==> config.mk <==
export PLATFORM = sky130hd
export DESIGN_NAME = striped_fifo_top
export DESIGN_NICKNAME = d
export VERILOG_FILES = /design/src/rtl/striped_fifo_pkg.sv /design/src/rtl/word_distributor.sv /design/src/rtl/fwft_stage.sv /design/src/rtl/fifo_lane.sv /design/src/rtl/lane_merger.sv /design/src/rtl/striped_fifo_top.sv
export SDC_FILE = /design/constraint.sdc
export NUM_CORES = 1
export LEC_CHECK = 0
export ABC_AREA = 1
export BUFFER_PORTS_ARGS = -buffer_cell sky130_fd_sc_hd__buf_2
export CAP_MARGIN = 10
export CORE_MARGIN = 1
export CORE_UTILIZATION = 60
export DETAILED_ROUTE_END_ITERATION = 10
export GPL_TIMING_DRIVEN = 0
export PLACE_DENSITY_LB_ADDON = 0.12
export SYNTH_ARGS = -nofsm -noshare
export SYNTH_HDL_FRONTEND = slang
export SYNTH_SLANG_ARGS = --single-unit
export TNS_END_PERCENT = 100
==> constraint.sdc <==
create_clock -name pos_rclk -period 3.05 [get_ports pos_rclk]
set_input_delay 0.305 -clock pos_rclk [delete_from_list [all_inputs] [get_ports pos_rclk]]
set_output_delay 0.305 -clock pos_rclk [all_outputs]
set_load 0.02 [all_outputs]
==> src/rtl/striped_fifo_pkg.sv <==
// ---------------------------------------------------------
// shared sizes and credit counts of the striped FWFT FIFO
// ---------------------------------------------------------
`default_nettype none

package striped_fifo_pkg;

   // ---------------------------------------------------------
   // lane striping
   // ---------------------------------------------------------
   // lane count, kept a power of two so the lane index wraps
   localparam int unsigned NUM_LANES  = 4;
   localparam int unsigned LANE_IDX_W = 2;

   // word width
   localparam int unsigned DATA_W     = 16;

   // ---------------------------------------------------------
   // per lane storage
   // ---------------------------------------------------------
   localparam int unsigned LANE_DEPTH = 8;
   // address bits, pointers carry one extra wrap bit
   localparam int unsigned LANE_AW    = 3;

   // ---------------------------------------------------------
   // credit flow control
   // ---------------------------------------------------------
   // upstream grant covers every memory slot of every lane
   localparam int unsigned UP_CREDITS = NUM_LANES * LANE_DEPTH;
   // shared width of all credit counters
   localparam int unsigned UP_CNT_W   = 6;
   // slots the sink offers after reset
   localparam int unsigned DN_CREDITS = 4;

endpackage : striped_fifo_pkg

`default_nettype wire

==> src/rtl/word_distributor.sv <==
// ---------------------------------------------------------
// round-robin write steering and upstream credit issue
// ---------------------------------------------------------
`timescale 1ns/1ps
`default_nettype none

module word_distributor (
   input  logic                                pos_rclk,
   input  logic                                aresetn_rclk,
   input  logic                                up_valid,
   input  logic [striped_fifo_pkg::DATA_W-1:0]    up_data,
   input  logic                                pop,
   output logic                                up_credit,
   output logic [striped_fifo_pkg::NUM_LANES-1:0] lane_wr_en,
   output logic [striped_fifo_pkg::DATA_W-1:0]    lane_wr_data
);
   import striped_fifo_pkg::*;

   // lane that takes the next accepted word
   logic [LANE_IDX_W-1:0] wr_idx;
   // credits of the initial grant still to go out
   logic [UP_CNT_W-1:0]   grant_cnt;
   // returned credits waiting for a free pulse slot
   logic [UP_CNT_W-1:0]   pend_cnt;

   // ---------------------------------------------------------
   // write steering
   // ---------------------------------------------------------
   // one-hot enable, same cycle as up_valid
   always_comb begin
      for (int i = 0; i < NUM_LANES; i++) begin
         lane_wr_en[i] = up_valid && (wr_idx == LANE_IDX_W'(i));
      end
   end

   // data is shared by all lanes
   assign lane_wr_data = up_data;

   always_ff @(posedge pos_rclk or negedge aresetn_rclk) begin
      if (!aresetn_rclk) begin
         wr_idx <= '0;
      end else if (up_valid) begin
         // wraps after the last lane
         wr_idx <= wr_idx + 1'b1;
      end
   end

   // ---------------------------------------------------------
   // upstream credits
   // ---------------------------------------------------------
   // at most one pulse per cycle, the grant goes first
   always_ff @(posedge pos_rclk or negedge aresetn_rclk) begin
      if (!aresetn_rclk) begin
         grant_cnt <= UP_CNT_W'(UP_CREDITS);
         pend_cnt  <= '0;
         up_credit <= 1'b0;
      end else if (grant_cnt != '0) begin
         // initial grant running, park any pop
         grant_cnt <= grant_cnt - 1'b1;
         up_credit <= 1'b1;
         if (pop) begin
            pend_cnt <= pend_cnt + 1'b1;
         end
      end else if (pend_cnt != '0) begin
         // drain the backlog, a new pop replaces the one sent
         up_credit <= 1'b1;
         if (!pop) begin
            pend_cnt <= pend_cnt - 1'b1;
         end
      end else begin
         // nothing parked, a pop goes straight back out
         up_credit <= pop;
      end
   end

endmodule : word_distributor

`default_nettype wire

==> src/rtl/fwft_stage.sv <==
// ---------------------------------------------------------
// prefetch chain (fifo, middle, dout) that hides the
// one-cycle memory read latency behind an FWFT output
// ---------------------------------------------------------
`timescale 1ns/1ps
`default_nettype none

module fwft_stage (
   input  logic                             pos_rclk,
   input  logic                             aresetn_rclk,
   input  logic                             fifo_empty,
   input  logic [striped_fifo_pkg::DATA_W-1:0] fifo_dout,
   output logic                             fifo_rd_en,
   input  logic                             rd_en,
   output logic [striped_fifo_pkg::DATA_W-1:0] dout,
   output logic                             dout_valid
);
   import striped_fifo_pkg::*;

   // fifo_valid: memory read data register holds a word
   logic              fifo_valid;
   // middle slot, catches data while dout is occupied
   logic              middle_valid;
   logic [DATA_W-1:0] middle_dout;

   logic              update_dout;
   logic              update_middle;

   // ---------------------------------------------------------
   // slot moves
   // ---------------------------------------------------------
   // output loads when something is behind it and the slot
   // is free or being read this cycle
   assign update_dout = (fifo_valid || middle_valid) && (rd_en || !dout_valid);

   // middle loads from memory data when
   //   middle empty and dout not loading: park the word
   //   middle full and dout loading from middle: shift up
   assign update_middle = fifo_valid && (middle_valid == update_dout);

   // ---------------------------------------------------------
   // memory read request
   // ---------------------------------------------------------
   // keep fetching until all three slots hold a word
   assign fifo_rd_en = !fifo_empty && !(fifo_valid && middle_valid && dout_valid);

   // ---------------------------------------------------------
   // valid flags
   // ---------------------------------------------------------
   always_ff @(posedge pos_rclk or negedge aresetn_rclk) begin
      if (!aresetn_rclk) begin
         fifo_valid <= 1'b0;
      end else if (fifo_rd_en) begin
         // new word arrives next cycle, old one moved on
         fifo_valid <= 1'b1;
      end else if (update_middle || update_dout) begin
         fifo_valid <= 1'b0;
      end
   end

   always_ff @(posedge pos_rclk or negedge aresetn_rclk) begin
      if (!aresetn_rclk) begin
         middle_valid <= 1'b0;
      end else if (update_middle) begin
         middle_valid <= 1'b1;
      end else if (update_dout) begin
         // middle word went to the output
         middle_valid <= 1'b0;
      end
   end

   always_ff @(posedge pos_rclk or negedge aresetn_rclk) begin
      if (!aresetn_rclk) begin
         dout_valid <= 1'b0;
      end else if (update_dout) begin
         dout_valid <= 1'b1;
      end else if (rd_en) begin
         dout_valid <= 1'b0;
      end
   end

   // ---------------------------------------------------------
   // data registers
   // ---------------------------------------------------------
   always_ff @(posedge pos_rclk) begin
      if (update_middle) begin
         middle_dout <= fifo_dout;
      end
   end

   // middle is older than memory data, so it goes first
   always_ff @(posedge pos_rclk) begin
      if (update_dout) begin
         dout <= middle_valid ? middle_dout : fifo_dout;
      end
   end

endmodule : fwft_stage

`default_nettype wire

==> src/rtl/fifo_lane.sv <==
// ---------------------------------------------------------
// one storage lane: memory, pointers, registered read port
// and the FWFT stage in front of the merger
// ---------------------------------------------------------
`timescale 1ns/1ps
`default_nettype none

module fifo_lane (
   input  logic                             pos_rclk,
   input  logic                             aresetn_rclk,
   input  logic                             wr_en,
   input  logic [striped_fifo_pkg::DATA_W-1:0] wr_data,
   input  logic                             rd_en,
   output logic [striped_fifo_pkg::DATA_W-1:0] lane_data,
   output logic                             lane_dvld
);
   import striped_fifo_pkg::*;

   // storage array
   logic [DATA_W-1:0] mem [LANE_DEPTH];

   // pointers, top bit is the wrap flag
   logic [LANE_AW:0]  wr_ptr;
   logic [LANE_AW:0]  rd_ptr;

   // registered read data towards the stage
   logic [DATA_W-1:0] rd_data;

   logic              empty;
   logic              fifo_rd_en;

   // ---------------------------------------------------------
   // pointers and status
   // ---------------------------------------------------------
   // equal pointers incl. wrap bit mean empty
   // a full lane has the same low bits but a different wrap bit
   assign empty = (wr_ptr == rd_ptr);

   always_ff @(posedge pos_rclk or negedge aresetn_rclk) begin
      if (!aresetn_rclk) begin
         wr_ptr <= '0;
      end else if (wr_en) begin
         wr_ptr <= wr_ptr + 1'b1;
      end
   end

   // read side advances on the stage request only
   always_ff @(posedge pos_rclk or negedge aresetn_rclk) begin
      if (!aresetn_rclk) begin
         rd_ptr <= '0;
      end else if (fifo_rd_en) begin
         rd_ptr <= rd_ptr + 1'b1;
      end
   end

   // ---------------------------------------------------------
   // memory array
   // ---------------------------------------------------------
   // no overflow check, occupancy is bounded by the
   // upstream credit grant
   always_ff @(posedge pos_rclk) begin
      if (wr_en) begin
         mem[wr_ptr[LANE_AW-1:0]] <= wr_data;
      end
   end

   // one cycle read latency
   // rd_data holds its word until the next fifo_rd_en
   always_ff @(posedge pos_rclk) begin
      if (fifo_rd_en) begin
         rd_data <= mem[rd_ptr[LANE_AW-1:0]];
      end
   end

   // ---------------------------------------------------------
   // FWFT stage
   // ---------------------------------------------------------
   fwft_stage i_fwft_stage (
      .pos_rclk     (pos_rclk),
      .aresetn_rclk (aresetn_rclk),
      .fifo_empty   (empty),
      .fifo_dout    (rd_data),
      .fifo_rd_en   (fifo_rd_en),
      .rd_en        (rd_en),
      .dout         (lane_data),
      .dout_valid   (lane_dvld)
   );

endmodule : fifo_lane

`default_nettype wire

==> src/rtl/lane_merger.sv <==
// ---------------------------------------------------------
// in-order lane drain under downstream credits
// ---------------------------------------------------------
`timescale 1ns/1ps
`default_nettype none

module lane_merger (
   input  logic                                pos_rclk,
   input  logic                                aresetn_rclk,
   input  logic [striped_fifo_pkg::DATA_W-1:0]    lane_data [striped_fifo_pkg::NUM_LANES],
   input  logic [striped_fifo_pkg::NUM_LANES-1:0] lane_dvld,
   input  logic                                dn_credit,
   output logic [striped_fifo_pkg::NUM_LANES-1:0] lane_rd_en,
   output logic                                pop,
   output logic                                dn_valid,
   output logic [striped_fifo_pkg::DATA_W-1:0]    dn_data
);
   import striped_fifo_pkg::*;

   // lane holding the next word in order
   logic [LANE_IDX_W-1:0] rd_idx;
   // downstream slots currently held
   logic [UP_CNT_W-1:0]   dn_cnt;
   logic                  take;

   // ---------------------------------------------------------
   // take decision
   // ---------------------------------------------------------
   // only the lane in turn may go, others wait even if ready
   assign take = lane_dvld[rd_idx] && (dn_cnt != '0);

   // FWFT read strobe, same cycle as the take
   always_comb begin
      for (int i = 0; i < NUM_LANES; i++) begin
         lane_rd_en[i] = take && (rd_idx == LANE_IDX_W'(i));
      end
   end

   always_ff @(posedge pos_rclk or negedge aresetn_rclk) begin
      if (!aresetn_rclk) begin
         rd_idx <= '0;
      end else if (take) begin
         rd_idx <= rd_idx + 1'b1;
      end
   end

   // ---------------------------------------------------------
   // downstream credit count
   // ---------------------------------------------------------
   always_ff @(posedge pos_rclk or negedge aresetn_rclk) begin
      if (!aresetn_rclk) begin
         dn_cnt <= UP_CNT_W'(DN_CREDITS);
      end else if (take && !dn_credit) begin
         dn_cnt <= dn_cnt - 1'b1;
      end else if (dn_credit && !take) begin
         dn_cnt <= dn_cnt + 1'b1;
      end
      // take with a return in the same cycle: no change
   end

   // ---------------------------------------------------------
   // output register
   // ---------------------------------------------------------
   // pop goes with dn_valid, one per word sent
   always_ff @(posedge pos_rclk or negedge aresetn_rclk) begin
      if (!aresetn_rclk) begin
         dn_valid <= 1'b0;
         pop      <= 1'b0;
      end else begin
         dn_valid <= take;
         pop      <= take;
      end
   end

   always_ff @(posedge pos_rclk) begin
      if (take) begin
         dn_data <= lane_data[rd_idx];
      end
   end

endmodule : lane_merger

`default_nettype wire

==> src/rtl/striped_fifo_top.sv <==
// ---------------------------------------------------------
// top level: distributor, lane array and merger
// ---------------------------------------------------------
`timescale 1ns/1ps
`default_nettype none

module striped_fifo_top (
   input  logic                             pos_rclk,
   input  logic                             aresetn_rclk,
   input  logic                             up_valid,
   input  logic [striped_fifo_pkg::DATA_W-1:0] up_data,
   output logic                             up_credit,
   output logic                             dn_valid,
   output logic [striped_fifo_pkg::DATA_W-1:0] dn_data,
   input  logic                             dn_credit
);
   import striped_fifo_pkg::*;

   // write side
   logic [NUM_LANES-1:0] lane_wr_en;
   logic [DATA_W-1:0]    lane_wr_data;

   // read side
   logic [NUM_LANES-1:0] lane_rd_en;
   logic [NUM_LANES-1:0] lane_dvld;
   logic [DATA_W-1:0]    lane_data [NUM_LANES];

   // word left downstream, returns an upstream credit
   logic                 pop;

   word_distributor i_word_distributor (
      .pos_rclk     (pos_rclk),
      .aresetn_rclk (aresetn_rclk),
      .up_valid     (up_valid),
      .up_data      (up_data),
      .pop          (pop),
      .up_credit    (up_credit),
      .lane_wr_en   (lane_wr_en),
      .lane_wr_data (lane_wr_data)
   );

   // ---------------------------------------------------------
   // storage lanes
   // ---------------------------------------------------------
   for (genvar g = 0; g < NUM_LANES; g++) begin : g_lane
      fifo_lane i_fifo_lane (
         .pos_rclk     (pos_rclk),
         .aresetn_rclk (aresetn_rclk),
         .wr_en        (lane_wr_en[g]),
         .wr_data      (lane_wr_data),
         .rd_en        (lane_rd_en[g]),
         .lane_data    (lane_data[g]),
         .lane_dvld    (lane_dvld[g])
      );
   end

   lane_merger i_lane_merger (
      .pos_rclk     (pos_rclk),
      .aresetn_rclk (aresetn_rclk),
      .lane_data    (lane_data),
      .lane_dvld    (lane_dvld),
      .dn_credit    (dn_credit),
      .lane_rd_en   (lane_rd_en),
      .pop          (pop),
      .dn_valid     (dn_valid),
      .dn_data      (dn_data)
   );

endmodule : striped_fifo_top

`default_nettype wire

==> metrics, run 1 <==
status=complete, no violations; Initial Utilization=60.9%; Synth warnings=0; die width=~230 um; clk_skew=around 20 ps; DRC=0; Pwr Total=37100 uW; first-pass GRT wire length=110 mm; Worst Path Arrival=~3400 ps; violation count after the first detailed-route iteration=between 2000 and 2500; Setup TNS=0 ps; count of max-cap constraint violations=0; Synth Instances=roughly 2400; largest net degree at the start of global routing=50; IO Port Bufs=36; vias post-DR=~19000; CTS max path bufs=3; CP Max Fanout=10; n_diodes=0; worst-margin pin slew=approximately 1100 ps; Final ANT Viol Nets=0; Synth Register Bits=788; initial antenna violation count=2; core footprint=slightly above 50000 sq um; minimum clock period=approximately 2900 ps; Layout fillers=about 3600; WL final=71.2 mm; fin util=a little under 70%; vias in the first global route=about 19000; Die H=231 um; worst min path class=in -> async; insertion delay to the later sink of the worst-skew pair=around 620 ps; Worst R2R Setup Slack=~180 ps; DP Wirelength=about 45 mm; routed vias/inst=5.86; final hold vios=0; fmax=348 MHz; post-synth top area share=69.0%; average wire per standard cell=between 20 and 25 um; Most Frequent Cell on Critical Path=nand2_1; die area=~53000 sq um; crit-path cells=buf_2, o211ai_1, nand2_2, nand2_2, clkinvlp_4, ha_1, inv_2, nand2_1, nand2_1, inv_1, ha_1, a21oi_1, nor2_1, nand2_1, a21oi_1, nand3b_1, nand2_1; Leak=0.0128 uW; required time of the critical path=roughly 3600 ps; CP max stage delay=410 ps; clk root buf=clkbuf_16; Primary FF master, synth=edfxtp_1; fin area=35500 sq um; Reg2Reg Depth=17; Area Growth Syn to Fin=13.1%; dpl cell area=about 33000 sq um; TritonCTS Buffers=80; worst relative slew slack=between 20% and 30%; Setup crit start kind=register; CP endpoint kind=register; total gr overflow=0; Yosys cell types=39; Slew Viols, Final=0; main area contributors after synthesis=edfxtp_1 (69%), nand2_1 (6.2%), nor2_1 (5.6%); Avg Synthesized Cell Area=about 13 sq um; Slowest cell on crit path=dfrtp_1; Clock transition at path regs=approximately 60 ps; mapped cell area=around 31000 sq um; cell type with the largest total area after synthesis=edfxtp_1; Final setup viols=0; GR Util All Layers=about 27%; number of synthesized flops with an enable pin=720; WS Path Type=reg -> reg; placer's final routability congestion estimate=0.904; RSZ-0062 raised after global routing=false; async set-or-reset flop fraction in the synthesized netlist=between 8 and 9%; Rows=between 80 and 90; Final nets=2618; layout cells sized above 1=11.7%; Worst Setup SP=i_lane_merger.rd_idx[0]$_DFFE_PN0P_; final worst-path cycle share=a little over nine tenths; clock tree from TritonCTS=done; 1st-pass router iterations=6; total power divided by cell area=1050 nW/um^2; clk sinks=788; sequential area share after synthesis=between 70% and 80%; Worst R2R Start=i_lane_merger.rd_idx[0]$_DFFE_PN0P_; Worst VDD drop=approximately 570 uV; Synth Net Count=~2500; I/O Pins=38; H-tree lvl count=3
[critical path: cells and delay by family, from the launching register on]
| family | cells | cell delay [ps] |
|---|---|---|
| buf+inv | 4 | 530 |
| simple gates | 8 | 850 |
| compound gates | 3 | 540 |
| fa+ha+maj | 2 | 480 |
| flops | 1 | 410 |
[placed cells by master (no fill, tap or decap), types with 4 or more instances in the layout]
master and instances:
buf_12 5, nor2_1 443, a21oi_1 8, clkbuf_1 63
clkinvlp_4 6, xnor2_1 27, inv_2 5, o22ai_1 16
clkinv_1 13, o21ai_0 187, clkbuf_8 7, o21ai_2 6
bufinv_16 6, edfxtp_1 720, inv_4 4, or2_2 5
xor2_1 18, nand2_2 6, inv_1 49, buf_1 18
nand2_1 513, dfrtp_1 66, buf_6 22, ha_1 24
nand4_1 7, clkbuf_16 83, nand3_1 20, buf_4 29
o32ai_1 128, buf_8 15, nor2_2 30, clkinv_2 11
buf_2 55
[stage by stage]
step                      hold slack [ps]  setup slack (ps)  cells
after detailed placement              225             -82.3   3159
after global placement                435             -52.8   3138
after floorplan                      9.41               408   2422
after CTS                             114              1.50   3311
after global routing                  146              24.4   3320
final                                 137               181   3320
[power by group]
group          switching, uW  internal [uW]
logic                   7850           3600
clock network           3970           5690
registers               1000          15000
[state kept, by name, indices dropped and copies added (netlist names)]
signal                                        flops
g_lane.i_fifo_lane.i_fwft_stage.middle_dout      64
g_lane.i_fifo_lane.rd_ptr                        16
g_lane.i_fifo_lane.i_fwft_stage.dout_valid        4
i_word_distributor.up_credit                      1
i_word_distributor.pend_cnt                       6
g_lane.i_fifo_lane.wr_ptr                        16
i_word_distributor.grant_cnt                      6
g_lane.i_fifo_lane.i_fwft_stage.fifo_valid        4
g_lane.i_fifo_lane.i_fwft_stage.middle_valid      4
i_lane_merger.rd_idx                              2
g_lane.i_fifo_lane.mem                          512
g_lane.i_fifo_lane.i_fwft_stage.dout             64
i_lane_merger.dn_cnt                              6
g_lane.i_fifo_lane.rd_data                       64
i_lane_merger.dn_data                            16
i_lane_merger.pop                                 1
i_word_distributor.wr_idx                         2
[cell type report]
cell class                      instances  area, sq um  area share (%)
Timing Repair Buffer                   68          558            1.57
Timing Repair inverter                  1         5.00          0.0141
Clock inverter                         34          333           0.939
Buffer                                119          798            2.25
Tap cell                              680          851            2.40
Clock buffer                          115         2270            6.40
Multi-Input combinational cell       1452         7060            19.9
Inverter                               63          250           0.706
Sequential cell                       788        23300            65.8
[kinds of logic (layout without fill, tap and decap cells)]
logic type / after synthesis / after routing / synth area share, %
compound gates: 352 / 352 / 7.31
xor+xnor: 45 / 45 / 1.26
fa+ha+maj: 25 / 25 / 1.02
buf+inv: 182 / 400 / 3.33
flops: 788 / 788 / 74.4
simple gates: 1030 / 1030 / 12.7
[final timing paths]
| kind | endpoint |
|---|---|
| setup / recovery | i_lane_merger.dn_cnt[4]$_DFFE_PN0P_ |
| hold / removal | i_word_distributor.pend_cnt[0]$_DFFE_PN0P_ |
| setup reg to reg | i_lane_merger.dn_cnt[4]$_DFFE_PN0P_ |
| hold reg to reg | g_lane[0].i_fifo_lane.i_fwft_stage.middle_dout[12]$_DFFE_PP_ |
| max in group asynchronous | g_lane[0].i_fifo_lane.rd_ptr[3]$_DFFE_PN0P_ |
| min in group pos_rclk | i_lane_merger.dn_cnt[0]$_DFFE_PN0P_ |
[synth_stat cells, types with 15 or more instances]
library cell and instances:
edfxtp_1 720, nand2_1 514, nor2_1 468, o21ai_0 187, o32ai_1 128, dfrtp_1 66, inv_1 50, clkbuf_1 38
xnor2_1 27, ha_1 24, buf_2 20, nand3_1 20, buf_1 18, xor2_1 18, buf_6 16, o22ai_1 16
buf_4 15
[per-layer routing]
layer	global-route usage, %	share of wire [%]	wire length [um]
met1	40.2	43	30900
met2	42.8	46	33100
met3	3.90	7.1	5090
met4	9.38	3.0	2150
met5	0	0.014	10
[timing repair]
action / 4_1_cts / 5_1_grt
gates cloned: 1 / 0
gates resized for setup: 2 / 2
hold buffers: 2 / 0
endpoints found under the hold margin: 69 / 0
buffers inserted: 0 / 7
endpoints found under the setup margin: 10 / 9
Power figures use the tool's default switching activity.
==> inputs of run 2 (changes only) <==
==> constraint.sdc (replaced) <==
create_clock -name pos_rclk -period 3.05 [get_ports pos_rclk]
set_input_delay 0.7625 -clock pos_rclk [delete_from_list [all_inputs] [get_ports pos_rclk]]
set_output_delay 0.7625 -clock pos_rclk [all_outputs]
set_load 0.02 [all_outputs]
==> metrics, run 2 (synthesis gave the netlist of run 1 again) <==
commonest non-fill, non-tap cell in the layout=edfxtp_1 (unchanged); required time of the critical path=3590 ps (about the same); worst min path class=in -> async (unchanged); CP Max Fanout=10 (unchanged); Initial Utilization=60.9% (unchanged); worst-margin pin slew=1100 ps (was 1110 ps); final hold vios=0 (unchanged); dpl cell area=32700 sq um (unchanged); 1st-pass router iterations=5 (was 6); core footprint=51500 sq um (unchanged); CP endpoint kind=register (unchanged); Final nets=2616 (was 2618); clk sinks=788 (unchanged); non-filler instance count after layout=3318 (was 3320); first-pass GRT wire length=110 mm (about the same); minimum clock period=2850 ps (was 2870 ps); Area Growth Syn to Fin=13.0% (was 13.1%); CTS max path bufs=3 (unchanged); GR Util All Layers=27.5% (about the same); crit-path leading delay family=simple AND/OR/NAND/NOR gates (unchanged); Most Frequent Cell on Critical Path=nand2_1 (unchanged); Setup crit start kind=register (unchanged); Pwr Total=37100 uW (about the same); fmax=351 MHz (was 348 MHz); Slowest cell on crit path=dfrtp_1 (unchanged); layout cells sized above 1=11.7% (about the same); largest net degree at the start of global routing=50 (unchanged); Clock transition at path regs=60 ps (about the same); dpl cells=3159 (unchanged); vias post-DR=19400 (about the same); count of max-cap constraint violations=0 (unchanged); die area=53200 sq um (unchanged); H-tree lvl count=3 (unchanged); I/O Pins=38 (unchanged); status=complete, no violations (unchanged); Layout fillers=3587 (was 3588); initial antenna violation count=2 (unchanged); die width=231 um (unchanged); RSZ-0062 raised after global routing=false (unchanged); n_diodes=0 (unchanged); Final ANT Viol Nets=0 (unchanged); WS Path Type=reg -> reg (unchanged); WL final=71.1 mm (was 71.2 mm); grt met1 use=40.2% (about the same); final worst-path cycle share=93.3% (was 94.1%); max FFs per register=512 (unchanged); worst relative slew slack=26.4% (was 25.6%); clk_skew=19.2 ps (was 19.7 ps); placer's final routability congestion estimate=0.904 (unchanged); Worst Path Arrival=3390 ps (was 3410 ps); Final setup viols=0 (unchanged); CP max stage delay=400 ps (was 410 ps); Place WS=-82.3 ps (unchanged); total gr overflow=0 (unchanged); clock tree from TritonCTS=done (unchanged); global-route track usage on met3=3.96% (was 3.90%); crit-path cells=buf_2, o211ai_1, nand2_2, nand2_2, clkinvlp_4, ha_1, inv_2, nand2_1, nand2_1, inv_1, ha_1, a21oi_1, nor2_1, nand2_1, a21oi_1, nand3b_1, nand2_1 (unchanged); Slew Viols, Final=0 (unchanged); setup slack after layout=204 ps (was 181 ps); total power divided by cell area=1050 nW/um^2 (about the same); Buf/Inv on CP=4 (unchanged); fin area=35400 sq um (was 35500 sq um); violation count after the first detailed-route iteration=2058 (was 2190); met2 global-route usage=42.8% (about the same); Worst VDD drop=568 uV (about the same); Rows=83 (unchanged); TritonCTS Buffers=80 (unchanged); average wire per standard cell=21.4 um (was 21.5 um); insertion delay to the later sink of the worst-skew pair=620 ps (about the same); Hold-fix buffers, CTS=0 (was 2); clk root buf=clkbuf_16 (unchanged); Leak=0.0128 uW (about the same); vias in the first global route=19100 (about the same); Die H=231 um (unchanged); DP Wirelength=44.9 mm (unchanged); DRC=0 (unchanged); routed vias/inst=5.86 (about the same); IO Port Bufs=36 (unchanged); gr busiest metal=met2 (unchanged); most frequent cells in the layout=edfxtp_1 (720), nand2_1 (513), nor2_1 (443) (unchanged)
-- run 2: where the power goes --
part / total (uW) / internal, uW / switching (uW)
Combinational: 11400 / 3600 / 7840
Clock: 9640 / 5690 / 3950
Sequential: 16000 / 15000 / 1000
Total: 37100 / 24300 / 12800
-- run 2: layout make-up --
cell class	instances	area [sq um]	share of cell area, %
Buffer	119	798	2.25
Clock buffer	115	2270	6.40
Clock inverter	34	333	0.939
Inverter	63	250	0.706
Multi-Input combinational cell	1452	7060	19.9
Sequential cell	788	23300	65.8
Tap cell	680	851	2.40
Timing Repair Buffer	66	538	1.52
Timing Repair inverter	1	5.00	0.0141
-- run 2: metal layers --
layer	routed length (um)	up-vias
met4	2150	2
met2	33000	795
met3	5220	135
met1	30600	9597
li1	-	8914
met5	12	-
-- run 2: per-stage QoR --
step                hold slack [ps]  utilization, %  setup TNS (ps)
finish                         57.5            68.8               0
global route                   44.4            68.8               0
CTS                            30.1            68.6               0
detailed placement              435            63.5           -82.3
global placement                435            62.9          -12770
floorplan                       427               -               0
-- run 2: what timing repair did --
action | CTS | global route
cloned | 1 | 0
resized for setup | 2 | 2
hold endpoints to repair | 0 | 0
setup buffers | 0 | 7
setup endpoints to repair | 10 | 9
-- run 2: path summary, 6_finish.rpt --
check,slack [ps],depth (start not counted),to,start
worst min register to register,450,0,g_lane[0].i_fifo_lane.i_fwft_stage.middle_dout[12]$_DFFE_PP_,g_lane[0].i_fifo_lane.rd_data[12]$_DFFE_PP_
worst min-delay path,60,1,g_lane[3].i_fifo_lane.wr_ptr[0]$_DFFE_PN0P_,aresetn_rclk
max in group asynchronous,2380,2,g_lane[0].i_fifo_lane.wr_ptr[2]$_DFFE_PN0P_,aresetn_rclk
worst max register to register,200,17,i_lane_merger.dn_cnt[4]$_DFFE_PN0P_,i_lane_merger.rd_idx[0]$_DFFE_PN0P_
worst max-delay path,200,17,i_lane_merger.dn_cnt[4]$_DFFE_PN0P_,i_lane_merger.rd_idx[0]$_DFFE_PN0P_
min in group pos_rclk,450,2,i_word_distributor.wr_idx[0]$_DFFE_PN0P_,up_valid
